### config.mk
export PLATFORM = sky130hd
export DESIGN_NAME = rd_master_return_flat
export DESIGN_NICKNAME = d
export VERILOG_FILES = /design/src/axi_lite_pkg.sv /design/src/slv_rd_if.sv /design/src/rd_master_return.sv /design/src/flat_wrapper.sv
export VERILOG_INCLUDE_DIRS = /design/src
export SDC_FILE = /design/constraint.sdc
export NUM_CORES = 1
export LEC_CHECK = 0
export BUFFER_PORTS_ARGS = -buffer_cell sky130_fd_sc_hd__buf_4
export CELL_PAD_IN_SITES_DETAIL_PLACEMENT = 1
export CELL_PAD_IN_SITES_GLOBAL_PLACEMENT = 2
export CORE_MARGIN = 2
export CORE_UTILIZATION = 13
export DETAILED_ROUTE_END_ITERATION = 8
export HOLD_SLACK_MARGIN = 0.02
export PLACE_DENSITY_LB_ADDON = 0.1
export SYNTH_ARGS = -nofsm -noshare
export SYNTH_HDL_FRONTEND = slang
export SYNTH_SLANG_ARGS = --single-unit
### constraint.sdc
create_clock -name aclk -period 1.4 [get_ports aclk]
set_input_delay 0.07 -clock aclk [delete_from_list [all_inputs] [get_ports aclk]]
set_output_delay 0.07 -clock aclk [all_outputs]
set_load 0.02 [all_outputs]
### src/axi_xbar_defs.svh
`ifndef AXI_XBAR_DEFS_SVH
`define AXI_XBAR_DEFS_SVH

// ----------------------------------------------------------------------
// Bus widths and matrix size
// ----------------------------------------------------------------------
`define XBAR_ADDR_W 32
`define XBAR_DATA_W 32
`define XBAR_N_MST 2
`define XBAR_N_SLV 2

// ----------------------------------------------------------------------
// Region map, upper 16 address bits compared
// ----------------------------------------------------------------------
`define XBAR_REG0_BASE 32'h0000_0000
`define XBAR_REG0_MASK 32'hFFFF_0000
`define XBAR_REG1_BASE 32'h1000_0000
`define XBAR_REG1_MASK 32'hFFFF_0000

// Read data returned with DECERR
`define XBAR_ERR_DATA 32'hDEAD_BEEF

`endif
### src/axi_lite_pkg.sv
`default_nettype none

package axi_lite_pkg;

    // AXI response encoding
    typedef enum logic [1:0] {
        OKAY   = 2'b00,
        EXOKAY = 2'b01,
        SLVERR = 2'b10,
        DECERR = 2'b11
    } resp_e;

    // ARPROT[1] high marks a non-secure access
    localparam int PROT_NONSEC_BIT = 1;

endpackage

`default_nettype wire

### src/slv_rd_if.sv
`timescale 1ns/1ps
`default_nettype none

`include "axi_xbar_defs.svh"

interface slv_rd_if;

    // AR channel, one entry per slave port
    logic [`XBAR_ADDR_W-1:0] araddr  [`XBAR_N_SLV];
    logic [2:0]              arprot  [`XBAR_N_SLV];
    logic                    arvalid [`XBAR_N_SLV];
    logic                    arready [`XBAR_N_SLV];

    // R channel
    logic [`XBAR_DATA_W-1:0] rdata   [`XBAR_N_SLV];
    logic [1:0]              rresp   [`XBAR_N_SLV];
    logic                    rvalid  [`XBAR_N_SLV];
    logic                    rready  [`XBAR_N_SLV];

    // Slave-side arbiters drive the forward AR and RREADY
    modport arb (
        output araddr, arprot, arvalid, rready,
        input  arready, rvalid
    );

    // Master-side return muxes only observe
    modport ret (
        input arready, rvalid, rdata, rresp
    );

endinterface

`default_nettype wire

### src/rd_master_return.sv
`timescale 1ns/1ps
`default_nettype none

`include "axi_xbar_defs.svh"

module rd_master_return #(
    parameter int MST_IDX = 0
) (
    input  wire logic                                     aclk,
    input  wire logic                                     aresetn,
    input  wire logic [`XBAR_N_SLV-1:0][`XBAR_N_MST-1:0]  gnt_i,
    input  wire logic                                     refuse_i,
    input  wire logic                                     arvalid_i,
    input  wire logic                                     rready_i,
    output logic                                          arready_o,
    output logic      [`XBAR_DATA_W-1:0]                  rdata_o,
    output axi_lite_pkg::resp_e                           rresp_o,
    output logic                                          rvalid_o,
    slv_rd_if.ret                                         bus
);

    // Pending DECERR for a refused read
    logic err_q;

    always_ff @(posedge aclk or negedge aresetn) begin
        if (!aresetn) begin
            err_q <= 1'b0;
        end else if (!err_q && refuse_i && arvalid_i) begin
            err_q <= 1'b1;
        end else if (err_q && rready_i) begin
            err_q <= 1'b0;
        end
    end

    // ----------------------------------------------------------------------
    // ARREADY and R routing
    // ----------------------------------------------------------------------
    always_comb begin
        arready_o = 1'b0;
        rvalid_o  = err_q;
        rdata_o   = err_q ? `XBAR_ERR_DATA : '0;
        rresp_o   = err_q ? axi_lite_pkg::DECERR : axi_lite_pkg::OKAY;

        // Slave R stays blocked while the error beat is pending
        if (!err_q) begin
            if (refuse_i) begin
                // Refused read is taken at once
                arready_o = 1'b1;
            end else begin
                for (int s = 0; s < `XBAR_N_SLV; s++) begin
                    if (gnt_i[s][MST_IDX]) begin
                        arready_o = bus.arready[s];
                        rvalid_o  = bus.rvalid[s];
                        rdata_o   = bus.rdata[s];
                        rresp_o   = axi_lite_pkg::resp_e'(bus.rresp[s]);
                    end
                end
            end
        end
    end

endmodule

`default_nettype wire

### src/flat_wrapper.sv
// flat-port wrapper written by rule: the top's interface ports become plain ports
module rd_master_return_flat 
#(
    parameter int MST_IDX = 0
)
  (aclk, aresetn, gnt_i, refuse_i, arvalid_i, rready_i, arready_o, rdata_o, rresp_o, rvalid_o, bus_arready, bus_rvalid, bus_rdata, bus_rresp);
  slv_rd_if bus_i ();
  input  wire logic aclk;
  input  wire logic aresetn;
  input  wire logic [`XBAR_N_SLV-1:0][`XBAR_N_MST-1:0] gnt_i;
  input  wire logic refuse_i;
  input  wire logic arvalid_i;
  input  wire logic rready_i;
  output logic arready_o;
  output logic      [`XBAR_DATA_W-1:0] rdata_o;
  output axi_lite_pkg::resp_e rresp_o;
  output logic rvalid_o;
  input wire logic [$bits(bus_i.arready)-1:0] bus_arready;
  input wire logic [$bits(bus_i.rvalid)-1:0] bus_rvalid;
  input wire logic [$bits(bus_i.rdata)-1:0] bus_rdata;
  input wire logic [$bits(bus_i.rresp)-1:0] bus_rresp;
  assign bus_i.arready = {>>{bus_arready}};
  assign bus_i.rvalid = {>>{bus_rvalid}};
  assign bus_i.rdata = {>>{bus_rdata}};
  assign bus_i.rresp = {>>{bus_rresp}};
  rd_master_return #(.MST_IDX(MST_IDX)) u_core (.aclk(aclk), .aresetn(aresetn), .gnt_i(gnt_i), .refuse_i(refuse_i), .arvalid_i(arvalid_i), .rready_i(rready_i), .arready_o(arready_o), .rdata_o(rdata_o), .rresp_o(rresp_o), .rvalid_o(rvalid_o), .bus(bus_i));
endmodule
Yosys cells after proc, flatten, opt, wreduce, memory -nomap -nowiden:

Cells that the tools add are included.

* multiplexer cells: 20
* reduce and logical (&&, ||, !) cells: 5

Operator list (count)
* 32-bit 2-to-1 mux: 5
* 1-bit 2-to-1 mux: 10
* 2-bit 2-to-1 mux: 5
* 1-bit logical AND: 3
* 2-bit nonzero test: 1
* 1-bit zero test: 1

* bits in registers: 1
* output and inout port bits: 36
* word-level logic and storage cells: 26

Logic depth before layout (Yosys ltp):

* word-level depth: 5
* gate-level depth with buffers: 5
* mapped depth without buffers: 2

Least setup slack after synthesis:

No wires, ideal clock.

* path kind: flip-flop to output port
* start point: register u_core.err_q
* end point: output rdata_o[14]
* arrival: 1074 ps
* data required time: 1330 ps
* slack: 256 ps
* stages on the path, launching flop included: 4
* path through: dfrtp_1 -> or2_1 -> buf_1 -> a21oi_1

* cells in the longest elaborated chain, start to end: 1

Ends and longest elaborated chain
* start, declared: RTL line rd_master_return.sv:23 `logic err_q;`
* start signal, assigned: RTL line rd_master_return.sv:27 `err_q <= 1'b0;`
* start signal, assigned: RTL line rd_master_return.sv:29 `err_q <= 1'b1;`
* start signal, assigned: RTL line rd_master_return.sv:31 `err_q <= 1'b0;`
* 32-bit 2-to-1 mux: RTL line rd_master_return.sv:45 `if (!err_q) begin`
* end, declared: RTL line flat_wrapper.sv:15 `` output logic [`XBAR_DATA_W-1:0] rdata_o; ``

No other way between the ends.

Worst setup path in the final report:

* start point: input gnt_i[2] in the netlist's numbering
* end point: output rresp_o[0]

* cells in the longest elaborated chain, start to end: 3

Ends and longest elaborated chain
* start, declared: RTL line flat_wrapper.sv:10 `` input wire logic [`XBAR_N_SLV-1:0][`XBAR_N_MST-1:0] gnt_i; ``
* 2-bit 2-to-1 mux: RTL line rd_master_return.sv:51 `if (gnt_i[s][MST_IDX]) begin`
* 2-bit 2-to-1 mux: RTL line rd_master_return.sv:46 `if (refuse_i) begin`
* 2-bit 2-to-1 mux: RTL line rd_master_return.sv:45
* end, declared: RTL line flat_wrapper.sv:16 `output axi_lite_pkg::resp_e rresp_o;`

No other way between the ends.

==> flow_summary_export.csv <==
group,metric,value,unit
status,status,"complete, no violations",
finish,antennaDiodeCount,0,
die,io_pins,117,
finish,syn_to_final_growth,119,%
timing,worst_slack,167,ps
flow_run,drv_cap,0,
synth,avgSynthCellArea,7.40,sq um
synth,synth-seq-cells,1,
clock_network,clkLatencyLatePin,0,ps
die,fp.dieW,80.9,um
detailed_routing,ant_nets,0,
finish,regMostFlops,"u_core.err_q",
global_route,grt_max_degree,47,
timing,clock_skew,0,ps
finish,reg_top3,"u_core.err_q x1",
synth,syn_inst,104,
global_route,grt_remaining_overflow,0,
hold_path,hold_path.class,"input port to flop",
die,fp.dieArea,6550,sq um
timing,rsz0062_at_grt,"no",
pwr,peakVddDrop,139,uV
die,coreArea,5820,sq um
synth,ys_types,18,
die,die_y,80.9,um
synth,synth_warnings,0,
synth,synthesis.nets,185,
timing,tightest_slew,621,ps
detailed_routing,drt-wirelength-per-cell,14.1,um
finish,final_nets,291,
timing,slew-limit-headroom,58.5,%
global_route,antenna_found_initial,0,
setup_path,crit_path_start_kind,"input port",
timing,period_share,88.1,%
detailed_routing,firstDrtPassIters,4,
timing,drv_slew,0,
detailed_routing,drtIter0Drc,21,
placed_design,portBuffers,114,
timing,finalHoldViolCount,0,
setup_path,crit_path_max_fanout,46,
setup_path,worstPathArrival,1160,ps
synth,netlist_area,769,sq um
timing,max_clock_freq,811,MHz
setup_path,setup.worst_path.end_class,"output port",
clock_network,clk_pin_slew,0,ps
finish,final_util,28.9,%
pwr,pwr_density_cell,465,nW/um^2
detailed_routing,routed_wl,3980,um
detailed_routing,routed-via-count,1248,
finish,largest_reg_flops,1,
placed_design,gp_congestion,0.641,
finish,drive_gt1_share,58.2,%
timing,finalCriticalPeriod,1230,ps
timing,setup_viol,0,
global_route,grt_usage,11.0,%
setup_path,crit_type,"input port to output port",
die,initial_utilization,13.2,%
setup_path,cp.required,1330,ps
global_route,grt_pass1_wl,5880,um
pwr,p_leak,0.000833,uW
die,rows,28,
placed_design,place_ws,-187,ps
synth,yosysSeqAreaShare,3.25,%
clock_network,cts_setup_buffers,0,
global_route,grt_pass1_vias,1243,
detailed_routing,post_drt_via_cell_ratio,4.41,
detailed_routing,drc,0,
final cells by class:
| class | count | area (sq um) |
|---|---|---|
| fillers | 745 | 4130 |
| repair buffers | 120 | 920 |
| multi-input cells | 86 | 641 |
| well taps | 75 | 93.8 |
| flip-flops and latches | 1 | 25.0 |
| inverters | 1 | 3.75 |
final timing paths:
check	startpoint	end	slack, ps	depth (start not counted)
max in group asynchronous	aresetn	u_core.err_q	920	2
min in group asynchronous	aresetn	u_core.err_q	400	2
hold reg to reg	u_core.err_q	u_core.err_q	660	2
setup / recovery	gnt_i[2]	rresp_o[0]	170	5
hold / removal	rready_i	u_core.err_q	250	2
setup reg to reg	u_core.err_q	u_core.err_q	610	2
cell usage in the layout (no fill, tap or decap), drive strengths merged, types with 6 or more instances in the layout:
master,n
nand3b,9
buf,119
a221o,26
nand2,9
a21oi,10
and2b,6
nor2b,22
worst max-delay path, stage by stage:
cell,delay (ps)
buf_4,90
buf_6,280
and2b_1,230
a221o_1,330
buf_4,160
cells by family (layout without fill, tap and decap cells):
kind of cell	Yosys count	count (layout)	share of synthesized area (%)
AO/OA/AOI/OAI	37	37	41.6
multiplexers	1	1	1.30
flip-flops	1	1	3.25
buffers and inverters	17	121	14.8
AND/OR/NAND/NOR	48	48	39.0
stage by stage:
stage	area, sq um	cells	total power (uW)	hold slack [ps]	setup TNS (ps)
2_1_floorplan	769	104	417	-226	0
5_1_grt	1680	283	840	278	0
6_report	1680	283	783	254	0
4_1_cts	1680	283	793	261	0
3_5_place_dp	1660	282	788	-154	-4190
3_3_place_gp	1660	282	777	-155	-2380
power breakdown:
part,switching [uW],total (uW),internal (uW)
Sequential,1.87,34.2,32.4
Clock,0,0,0
Combinational,349,749,400
Total,351,783,432
routing by layer:
layer  vias up  GRT usage [%]  wire [um]
met3         0           1.33        359
met5         -              0          0
met1       579           12.7       1490
li1        607              -          -
met4         0              0          0
met2        62           22.3       2130
what timing repair did:
| action | in CTS | in global routing |
|---|---|---|
| resized for setup | 1 | 1 |
| cloned | 0 | 0 |
| hold buffers | 1 | 0 |
| hold endpoints to repair | 1 | 0 |
| endpoints found under the setup margin | 26 | 1 |
synth_stat cells:
| master | number | area, sq um |
|---|---|---|
| buf_2 | 6 | 30.0 |
| buf_6 | 5 | 56.3 |
| nand2_1 | 9 | 33.8 |
| a21oi_1 | 10 | 50.1 |
| nand3b_1 | 9 | 67.6 |
| nor4bb_1 | 1 | 10.0 |
| buf_4 | 1 | 7.51 |
| clkbuf_1 | 1 | 3.75 |
| a311o_1 | 1 | 10.0 |
| dfrtp_1 | 1 | 25.0 |
| clkbuf_2 | 1 | 5.00 |
| and2b_1 | 6 | 45.0 |
| mux2i_1 | 1 | 10.0 |
| inv_1 | 1 | 3.75 |
| nor2b_1 | 22 | 138 |
| a221o_1 | 26 | 260 |
| or2_1 | 1 | 6.26 |
| buf_1 | 2 | 7.51 |
No activity file was read; power rests on OpenSTA's default activity.
