`src/axi_xbar_defs.svh`:
```
`ifndef AXI_XBAR_DEFS_SVH
`define AXI_XBAR_DEFS_SVH

// ----------------------------------------------------------------------
// Bus widths and matrix size
// ----------------------------------------------------------------------
`define XBAR_ADDR_W 32
`define XBAR_DATA_W 32
`define XBAR_N_MST 2
`define XBAR_N_SLV 2

// ----------------------------------------------------------------------
// Region map, upper 16 address bits compared
// ----------------------------------------------------------------------
`define XBAR_REG0_BASE 32'h0000_0000
`define XBAR_REG0_MASK 32'hFFFF_0000
`define XBAR_REG1_BASE 32'h1000_0000
`define XBAR_REG1_MASK 32'hFFFF_0000

// Read data returned with DECERR
`define XBAR_ERR_DATA 32'hDEAD_BEEF

`endif
```
`src/xbar_map_pkg.sv`:
```
`default_nettype none

`include "axi_xbar_defs.svh"

package xbar_map_pkg;

    // Per-slave read lock, held from AR acceptance to the R handshake
    typedef enum logic {
        LOCK_IDLE,
        LOCK_R_PHASE
    } rd_lock_e;

    typedef struct packed {
        logic [`XBAR_ADDR_W-1:0] base;
        logic [`XBAR_ADDR_W-1:0] mask;
        logic                    secure_only;
    } region_t;

    // Indexed by slave
    localparam region_t REGION_MAP [`XBAR_N_SLV] = '{
        '{base: `XBAR_REG0_BASE, mask: `XBAR_REG0_MASK, secure_only: 1'b1},
        '{base: `XBAR_REG1_BASE, mask: `XBAR_REG1_MASK, secure_only: 1'b0}
    };

endpackage

`default_nettype wire

```
`src/axi_lite_pkg.sv`:
```
`default_nettype none

package axi_lite_pkg;

    // AXI response encoding
    typedef enum logic [1:0] {
        OKAY   = 2'b00,
        EXOKAY = 2'b01,
        SLVERR = 2'b10,
        DECERR = 2'b11
    } resp_e;

    // ARPROT[1] high marks a non-secure access
    localparam int PROT_NONSEC_BIT = 1;

endpackage

`default_nettype wire

```
`src/rd_addr_decoder.sv`:
```
`timescale 1ns/1ps
`default_nettype none

`include "axi_xbar_defs.svh"

module rd_addr_decoder (
    input  wire logic [`XBAR_ADDR_W-1:0] addr_i,
    input  wire logic [2:0]              prot_i,
    input  wire logic                    arvalid_i,
    output logic      [`XBAR_N_SLV-1:0]  slv_req_o,
    output logic                         refuse_o
);

    logic [`XBAR_N_SLV-1:0] hit;
    logic [`XBAR_N_SLV-1:0] allowed;
    logic                   nonsec;

    assign nonsec = prot_i[axi_lite_pkg::PROT_NONSEC_BIT];

    // ----------------------------------------------------------------------
    // Region lookup
    // ----------------------------------------------------------------------
    always_comb begin
        for (int s = 0; s < `XBAR_N_SLV; s++) begin
            hit[s] = (addr_i & xbar_map_pkg::REGION_MAP[s].mask) ==
                     (xbar_map_pkg::REGION_MAP[s].base & xbar_map_pkg::REGION_MAP[s].mask);
            // Secure-only regions reject non-secure masters
            allowed[s] = hit[s] && !(xbar_map_pkg::REGION_MAP[s].secure_only && nonsec);
        end
    end

    // Request only while the address is valid
    assign slv_req_o = arvalid_i ? allowed : '0;

    // No match, or a match that security forbids
    assign refuse_o = arvalid_i && !(|allowed);

endmodule

`default_nettype wire

```
`config.mk`:
```
export PLATFORM = sky130hd
export DESIGN_NAME = rd_addr_decoder
export DESIGN_NICKNAME = d
export VERILOG_FILES = /design/src/xbar_map_pkg.sv /design/src/axi_lite_pkg.sv /design/src/rd_addr_decoder.sv
export VERILOG_INCLUDE_DIRS = /design/src
export SDC_FILE = /design/constraint.sdc
export NUM_CORES = 1
export LEC_CHECK = 0
export BUFFER_PORTS_ARGS = -buffer_cell sky130_fd_sc_hd__buf_4
export CORE_AREA = 2 2 39 41
export DETAILED_ROUTE_END_ITERATION = 12
export DIE_AREA = 0 0 41 43
export PLACE_DENSITY_LB_ADDON = 0.3
export SETUP_SLACK_MARGIN = 0.4
export SLEW_MARGIN = 5
export SYNTH_ARGS = -nofsm -noshare
export SYNTH_HDL_FRONTEND = slang
export SYNTH_SLANG_ARGS = --single-unit
```
`constraint.sdc`:
```
create_clock -name vclk -period 1.8
set_input_delay 0.36 -clock vclk [all_inputs]
set_output_delay 0.36 -clock vclk [all_outputs]
set_load 0.005 [all_outputs]
```
# --- After elaboration in Yosys (flattened, before gate mapping) ---
# Cells that the tools add are included.
word_totals:
  reg_bits: 0
  wordCells: 8
  out_inout_bits: 3
  in_bits: 36
op_classes:
  reduce_logical: 6
  n_eq_ne: 1
  n_mux: 1
op_table:
  columns: ["op", "n"]
  rows:
  - ["logical NOT 32 bit", 1]
  - ["equality test 16 x 13 -> 1 bit (second input constant)", 1]
  - ["logical AND 1 bit", 2]
  - ["logical NOT 1 bit", 2]
  - ["2-to-1 mux 2 bit", 1]
  - ["OR reduction 2 bit", 1]

# --- Longest topological paths before layout ---
# Gate-level depths: netlist (run 1).
logic_depth:
  depth_word: 5
  mapped_depth: 3

# --- Least setup slack after synthesis (run 1) ---
# Ideal clock, no wire load.
synth_path:
  path_type: "input-to-output"
  start: "in addr_i[20]"
  end: "out refuse_o"
  t_required_ns: 1.440
  path_slack_ns: 0.446
  path_stages: 3
  arrival_time_ns: 0.994
  path_cell_list: "nor4_1 > nand4_1 > o21a_1"
synth_between:
  elab_chain_len: 5
synth_lines:
  columns: ["element", "line_no", "source"]
  rows:
  - ["from (decl)", "rd_addr_decoder.sv:7", "input wire logic [`XBAR_ADDR_W-1:0] addr_i,"]
  - ["logical NOT 32 bit", "rd_addr_decoder.sv:25", "hit[s] = (addr_i & xbar_map_pkg::REGION_MAP[s].mask) =="]
  - ["logical AND 1 bit", "rd_addr_decoder.sv:28", "allowed[s] = hit[s] && !(xbar_map_pkg::REGION_MAP[s].secure_only && nonsec);"]
  - ["OR reduction 2 bit (*)", "rd_addr_decoder.sv:36", "assign refuse_o = arvalid_i && !(|allowed);"]
  - ["logical NOT 1 bit (*)", "rd_addr_decoder.sv:36", null]
  - ["logical AND 1 bit (*)", "rd_addr_decoder.sv:36", null]
  - ["to (decl)", "rd_addr_decoder.sv:11", "output logic refuse_o"]
# Every way passes the cells marked *; elsewhere a longest branch is shown, timed or not.

# --- Worst setup path in the final report (run 1) ---
layout_path:
  start: "in addr_i[22]"
  end: "out refuse_o"
# The elaborated chain is that of the path after synthesis.

==> impl_results.md, run 1 <==
* CP Launch Type: input pin
* Routed length per instance at 7.40 um
* Area Growth Syn to Fin at 318%
* GRT met1 Usage at 0.0380
* CP arrival at between 1000 and 1500 ps
* Leak pwr at around 0.13 nW
* Crit-path slowest cell: nor4_4
* Routability congestion estimate at between 0.5 and 0.6
* Worst Tran Pin Value at 188 ps
* Cells after Synth at 11
* Minimum clock period at 1610 ps
* Synth cell types at 7
* Routed vias/inst at 3.50
* WP buf/inv at 2
* Fmax at 621 MHz
* M3 GR Usage at 0
* Chip Width at between 40 and 50 um
* Crit-path cells: buf_6 > nor4_4 > nand4_1 > o21a_1 > buf_4
* Status: finished, final reports clean
* Post-Syn Area at between 70 and 80 sq um
* Via count of the routed design at 168
* Ratio of cells with drive above 1 in the final layout at 0.781
* Die area at 0.00176 sq mm
* Place WS at 89.0 ps
* Hold_buf cts at 0
* CP Data Required Time at 1440 ps
* GRT Residual Overflow at 0
* Hold Vio Cnt, Final at 0
* Antenna Nets Post-Route at 0
* Layout Nets at 70
* Hold path depth at 3
* Layout clock buffer count at 0
* Met2 Usage GRT at 0.0844
* Final period utilization at 0.894
* Number of max-cap violations at 0
* Die Y at 43 um
* Crit Path Category: in -> out
* FP Rows at 14
* # port buffers at 21
* Effective utilization at floorplan at 0.0542
* # setup viols final at 0
* CP max stage delay at about 250 ps
* IO Count at 39
* Hold path endpoint: slv_req_o[0]
* Pwr per Cell Area at 167 mW/mm^2
* Type of the worst min-delay path: in -> out
* RSZ-0062 raised after global routing: yes
* DRT iter0 DRCs at 0
* FF+latch count at 0
* Crit path max-delay family: simple AND/OR/NAND/NOR gates
* DRC at 0
* Hold wc startpoint: prot_i[1]
* Total Routing Usage GR at 0.0390
* Critical path fanouts, max at 3
* Max Transition Viols Final at 0
* YS warnings at 0
* Layer with the highest usage: met2
* Syn avg cell area at 6.82 sq um
* Initial antenna violation count at 0
* Vias in the first global route at 144
* Placed Cells at 48
* Design Area, Final at 314 sq um
* Slew headroom at 0.874
* Post-synth net total at 47
* N_diodes at 0
* Post-route insts no fill at 48
* CP Capture Type: primary output
* First-pass GRT wire length at 503 um
* Register area share after synthesis at 0
* Register area at 0 sq um
* # Post-CTS Setup Buffers at 0
* Setup TNS at 0 ps
* Largest net degree at the start of global routing at 4
* DP Area at roughly 250 sq um
* VDD IR-drop max at 40.5 uV
* Final WS setup at 190 ps
* Core box area at approximately 0.0014 sq mm
* Total Routed Length at about 360 um
* DRT Pass-1 Iters at 1
[worst max-delay path by stage]
stage	startpoint	cells past startpoint	end	slack [ps]
final	addr_i[22]	5	refuse_o	190
after global routing	addr_i[29]	5	slv_req_o[1]	110
after CTS	addr_i[22]	5	refuse_o	160
after detailed placement	addr_i[24]	5	refuse_o	90
after global placement	addr_i[24]	5	refuse_o	70
after floorplan	addr_i[20]	3	refuse_o	450
[cells in the final DEF, fill, tap and decap left out]
cell type	netlist	routed
buf_4	0	15
buf_6	0	6
nor4_4	0	3
inv_1	2	2
nor3_1	2	2
nand4_1	1	1
nor4_2	2	1
nor2b_1	1	1
o21a_1	1	1
[metal layers]
layer / vias up / share of wire
li1: 86 / -
met1: 73 / 0.28
met2: 9 / 0.57
met3: 0 / 0.15
met4: 0 / 0
met5: - / 0
[what timing repair did]
item	4_1_cts	5_1_grt
pin swaps	5	1
endpoints found under the setup margin	3	3
gates resized for setup	10	1
[stage by stage]
| step | hold slack [ps] | total power, mW | util |
|---|---|---|---|
| after global placement | 967 | 0.0389 | 0.183 |
| after global routing | 983 | 0.0564 | 0.227 |
| after floorplan | 744 | 0.00537 | - |
| final | 965 | 0.0523 | 0.227 |
| after detailed placement | 967 | 0.0391 | 0.183 |
| after CTS | 967 | 0.0504 | 0.221 |
[tightest hold or removal path, stage by stage]
cell and delay (ps):
buf_4 90, nor4_2 40, buf_4 120
[synthesized netlist by cell type (all sizes together)]
cell / number / share of area
inv: 2 / 0.10
nand4: 1 / 0.083
nor2b: 1 / 0.083
nor3: 2 / 0.13
nor4: 4 / 0.50
o21a: 1 / 0.10
[power by group]
part           internal, mW  switching (mW)
combinational        0.0357          0.0166
sequential                0               0
clock                     0               0
total                0.0357          0.0166
[logic make-up (layout without fill, tap and decap cells)]
kind of cell | Yosys count | count (layout) | share of synthesized area
AND/OR/NAND/NOR | 8 | 8 | 0.800
AO/OA/AOI/OAI | 1 | 1 | 0.100
buffers and inverters | 2 | 23 | 0.100
[area by class of cell]
class | instances | area [sq um]
Inverter | 2 | 7.51
Multi-Input combinational cell | 9 | 106
Fill cell | 154 | 1070
Tap cell | 16 | 20.0
Timing Repair Buffer | 21 | 180
Power figures use the tool's default switching activity.
==> run 2, diff against run 1 <==
Settings changed: PLACE_DENSITY from default to 0.46, PLACE_DENSITY_LB_ADDON 0.3 to default.
==> run 2 against run 1 <==
Compared with the run above: routed wire length rose by 15%; fmax fell by 0.26%; count of clock-buffer cells in the layout did not move; critical path depth did not move; hold slack improved by 1.1 ps; combinational power rose by 1%; first-iteration DRC count did not move; largest cell class unchanged; sequential share of layout area did not move.
==> impl_results.md, run 2 (same netlist as run 1, synthesis figures left out) <==
* Status: finished, final reports clean
* Sequential share of power at 0 (unchanged)
* CP Launch Type: input pin
* Pwr per Cell Area at 168 mW/mm^2 (+0.87%)
* CP max stage delay at 250 ps (about the same)
* Slew headroom at 0.875 (+0.00135)
* GRT Residual Overflow at 0 (unchanged)
* Switching power at 17.1 uW (+2.5%)
* Met1 WL at 95 um (-4.0%)
* Max Transition Viols Final at 0 (unchanged)
* VDD IR-drop max at 25.5 uV (-37%)
* Clk pwr share at 0 (unchanged)
* Critical path fanouts, max at 3 (unchanged)
* Crit-path slowest cell: nor4_4
* Effective utilization at floorplan at 0.0542 (unchanged)
* Met2 Routed Length at 243 um (+20%)
* Most common cell after layout, fill and taps aside: buf_4
* Hold Vio Cnt, Final at 0 (unchanged)
* Die area at 0.00176 sq mm (unchanged)
* DRC at 0 (unchanged)
* Uppermost layer routed: met3
* Setup TNS at 0 ps (unchanged)
* CP Data Required Time at 1440 ps (about the same)
* N_diodes at 0 (unchanged)
* Type of the worst min-delay path: in -> out
* Layout Nets at 70 (unchanged)
* Die Y at 43 um (unchanged)
* First-pass GRT wire length at 558 um (+11%)
* Leak pwr at 0.135 nW (+0.16%)
* Layout clock buffer count at 0 (unchanged)
* Antenna Nets Post-Route at 0 (unchanged)
* Fmax at 619 MHz (-0.26%)
* CP Capture Type: primary output
* CP arrival at 1250 ps (about the same)
* Fillers at 153 (-0.65%)
* Internal at 35.7 uW (+0.11%)
* Register area at 0 sq um (unchanged)
* Total Routing Usage GR at 0.0430 (+0.00400)
* FF+latch count at 0 (unchanged)
* DR WL met3 at 69 um (+33%)
* FP Rows at 14 (unchanged)
* Core box area at 0.00138 sq mm (unchanged)
* Routability congestion estimate at 0.465 (-8.1%)
* Minimum clock period at 1610 ps (+4.24 ps)
* Number of max-cap violations at 0 (unchanged)
* Largest net degree at the start of global routing at 4 (unchanged)
* Logic pwr share at 1.000 (about the same)
* Chip Width at 41 um (unchanged)
* # port buffers at 21 (unchanged)
* Area Growth Syn to Fin at 318% (unchanged)
* Initial antenna violation count at 0 (unchanged)
* Hold path depth at 3 (unchanged)
* IO Count at 39 (unchanged)
* Most frequent cells in the layout: buf_4, buf_6, nor4_4
* Total Routed Length at 408 um (+15%)
* Routed length per instance at 8.50 um (+15%)
* # setup viols final at 0 (unchanged)
* Worst Tran Pin Value at 186 ps (-2.00 ps)
* Vias in the first global route at 164 (+14%)
* DRT iter0 DRCs at 0 (unchanged)
* Switching part of the total at 0.323 (+0.00519)
* RSZ-0062 raised after global routing: yes
* Via count of the routed design at 170 (+1.2%)
* Final period utilization at 0.897 (+0.00235)
* Routed vias/inst at 3.54 (+1.2%)
* Ratio of cells with drive above 1 in the final layout at 0.781 (unchanged)
* Hold_buf cts at 0 (unchanged)
* Crit Path Category: in -> out
* Tot Pwr at 52.8 uW (+0.87%)
* DRT Pass-1 Iters at 1 (unchanged)
* Crit-path cells: buf_6 > nor4_4 > nand4_1 > o21a_1 > buf_4
run 2: cell type report:
type,count,area (sq um),share of cell area
inverter,2,7.51,0.0239
tap,16,20.0,0.0637
multi-input combinational,9,106,0.339
timing repair buffer,21,180,0.574
run 2: power by group through the flow:
stage	clock network, mW	registers (mW)	logic, mW
2_1_floorplan	0	0	0.00537
3_3_place_gp	0	0	0.0388
3_5_place_dp	0	0	0.0391
4_1_cts	0	0	0.0504
5_1_grt	0	0	0.0567
6_report	0	0	0.0528
run 2: through the flow:
stage | setup slack (ps) | instance area (sq um) | util | hold WS [ps] | std cells
floorplan | 446 | 75.1 | - | 744 | 11
global placement | 90.5 | 253 | 0.183 | 968 | 48
detailed placement | 85.1 | 253 | 0.183 | 969 | 48
CTS | 177 | 305 | 0.221 | 969 | 48
global route | 125 | 314 | 0.227 | 985 | 48
finish | 186 | 314 | 0.227 | 966 | 48
run 2: metal layers:
metal  vias to the layer above  track usage
met5                         -            0
met4                         0            0
met3                         0      0.00524
met2                        11        0.100
met1                        73       0.0316
li1                         86            -
run 2: worst paths after layout:
path,startpoint,to,slack (ps)
setup / recovery,addr_i[22],refuse_o,190
hold / removal,prot_i[1],slv_req_o[0],970
run 2: worst max-delay path: cells and delay by family:
| family | cells | cell delay [ps] |
|---|---|---|
| compound gates | 1 | 230 |
| buf+inv | 2 | 220 |
| simple gates | 2 | 440 |
run 2: repair_timing:
action / 4_1_cts / 5_1_grt
resized for setup: 10 / 1
cloned: 0 / 0
pin swaps: 5 / 2
buffers inserted: 0 / 0
endpoints found under the setup margin: 3 / 3
==> run 3, diff against run 2 <==
==> constraint.sdc (replaced) <==
create_clock -name vclk -period 1.8
set_input_delay 0.36 -clock vclk [all_inputs]
set_output_delay 0.36 -clock vclk [all_outputs]
set_load 0.02 [all_outputs]
==> run 3 against run 2 <==
Compared with the run above: total power increased by 11%; routed wire length rose by 30%; sequential share of layout area unchanged; setup slack got worse by 100 ps; via count is 4.7% higher; combinational power up 11%; hold slack gained 40 ps; design area up 7.2%; largest cell class unchanged; highest routed layer unchanged.
==> impl_results.md, run 3 (same netlist as run 1, synthesis figures left out) <==
* Status: finished, final reports clean
* DRT iter0 DRCs at 1 (+1)
* Antenna Nets Post-Route at 0 (unchanged)
* Worst Tran Pin Value at 237 ps (+51.1 ps)
* Leak pwr at 0.141 nW (+4.9%)
* Largest net degree at the start of global routing at 4 (unchanged)
* FP Rows at 14 (unchanged)
* FF+latch count at 0 (unchanged)
* Fmax at 583 MHz (-6.0%)
* Crit-path cells: buf_6 > nor4_4 > nand4_1 > o21a_2 > buf_6
* Die area at 0.00176 sq mm (unchanged)
* GRT Residual Overflow at 0 (unchanged)
* Type of the worst min-delay path: in -> out
* Via count of the routed design at 178 (+4.7%)
* N_diodes at 0 (unchanged)
* Post-layout utilization of the core at 0.243 (+0.0163)
* CP arrival at 1360 ps (+110 ps)
* Area Growth Syn to Fin at 348%
* CP Data Required Time at 1440 ps (about the same)
* Chip Width at 41 um (unchanged)
* Slew headroom at 0.841 (-0.0335)
* Core box area at 0.00138 sq mm (unchanged)
* Final period utilization at 0.954 (+0.0569)
* Most common cell after layout, fill and taps aside: buf_4
* Routed vias/inst at 3.71 (+4.7%)
* Pwr per Cell Area at 174 mW/mm^2 (+3.7%)
* Ratio of cells with drive above 1 in the final layout at 0.844 (+0.0625)
* Design Area, Final at 337 sq um (+7.2%)
* # setup viols final at 0 (unchanged)
* # port buffers at 21 (unchanged)
* Setup TNS at 0 ps (unchanged)
* CP max stage delay at 280 ps (+30 ps)
* Routed length per instance at 11.1 um (+30%)
* Hold Vio Cnt, Final at 0 (unchanged)
* Fillers at 152 (-0.65%)
* Critical path fanouts, max at 3 (unchanged)
* Register area at 0 sq um (unchanged)
* Vias in the first global route at 193 (+18%)
* Hold_buf cts at 0 (unchanged)
* # Post-CTS Setup Buffers at 0 (unchanged)
* Total Routing Usage GR at 0.0629 (+0.0200)
* VDD IR-drop max at 68.0 uV (+170%)
* RSZ-0062 raised after global routing: yes
* Crit Path Category: in -> out
* Effective utilization at floorplan at 0.0542 (unchanged)
* Initial antenna violation count at 0 (unchanged)
* DRC at 0 (unchanged)
* Crit-path slowest cell: o21a_2
* Total Routed Length at 532 um (+30%)
* Routability congestion estimate at 0.611 (+31%)
* Most frequent cells in the layout: buf_4, buf_6, nor4_4
* IO Count at 39 (unchanged)
* Max Transition Viols Final at 0 (unchanged)
* CP Launch Type: input pin
* Minimum clock period at 1720 ps (+102 ps)
* First-pass GRT wire length at 793 um (+42%)
* Die Y at 43 um (unchanged)
* Layout Nets at 70 (unchanged)
* DRT Pass-1 Iters at 4 (+3)
* Number of max-cap violations at 0 (unchanged)
* CP Capture Type: primary output
* Layout clock buffer count at 0 (unchanged)
* DP Area at 298 sq um (+18%)
* Cell mode on critical path: buf_6
## run 3: cell count changes in the layout (fill, tap and decap cells not counted)
cell and delta:
buf_4 -1, buf_8 +1, nor3_1 -1, nor3_2 +1, nor4_2 -1, nor4_4 +1
o21a_1 -1, o21a_2 +1
## run 3: cell type report
cell class	count	area [sq um]	share of cell area
Multi-Input combinational cell	9	121	0.361
Tap cell	16	20.0	0.0595
Timing Repair Buffer	21	188	0.558
Inverter	2	7.51	0.0223
## run 3: worst paths after layout
check                       from           end  slack, ps  cells past startpoint
worst max-delay path  addr_i[24]      refuse_o         80                      5
worst min-delay path   prot_i[1]  slv_req_o[0]       1010                      3
## run 3: critical path, delay by kind of cell
| kind | cells | cell delay (ps) |
|---|---|---|
| AOI/OAI and AO/OA | 1 | 280 |
| buffers and inverters | 2 | 210 |
| and+or+nand+nor | 2 | 490 |
## run 3: where the power goes
part / internal (mW) / switching (mW)
clock: 0 / 0
sequential: 0 / 0
combinational: 0.0379 / 0.0208
## run 3: per-layer routing
metal | vias up | wire length [um] | track usage
li1 | 86 | - | -
met1 | 67 | 233 | 0.108
met2 | 25 | 130 | 0.0688
met3 | 0 | 168 | 0.0366
met4 | 0 | 0 | 0
met5 | - | 0 | 0
## run 3: what timing repair did
item,4_1_cts,5_1_grt
endpoints found under the setup margin,3,3
cloned,0,0
pin swaps,3,1
gates resized for setup,7,2
## run 3: metrics by stage
| stage | setup slack, ps | hold slack (ps) | total power [mW] | instances |
|---|---|---|---|---|
| global route | -11.3 | 1020 | 0.0626 | 48 |
| floorplan | 297 | 757 | 0.00970 | 11 |
| CTS | 87.6 | 1010 | 0.0576 | 48 |
| finish | 83.4 | 1010 | 0.0587 | 48 |
| detailed placement | 42.9 | 1010 | 0.0506 | 48 |
| global placement | 46.8 | 1010 | 0.0510 | 48 |
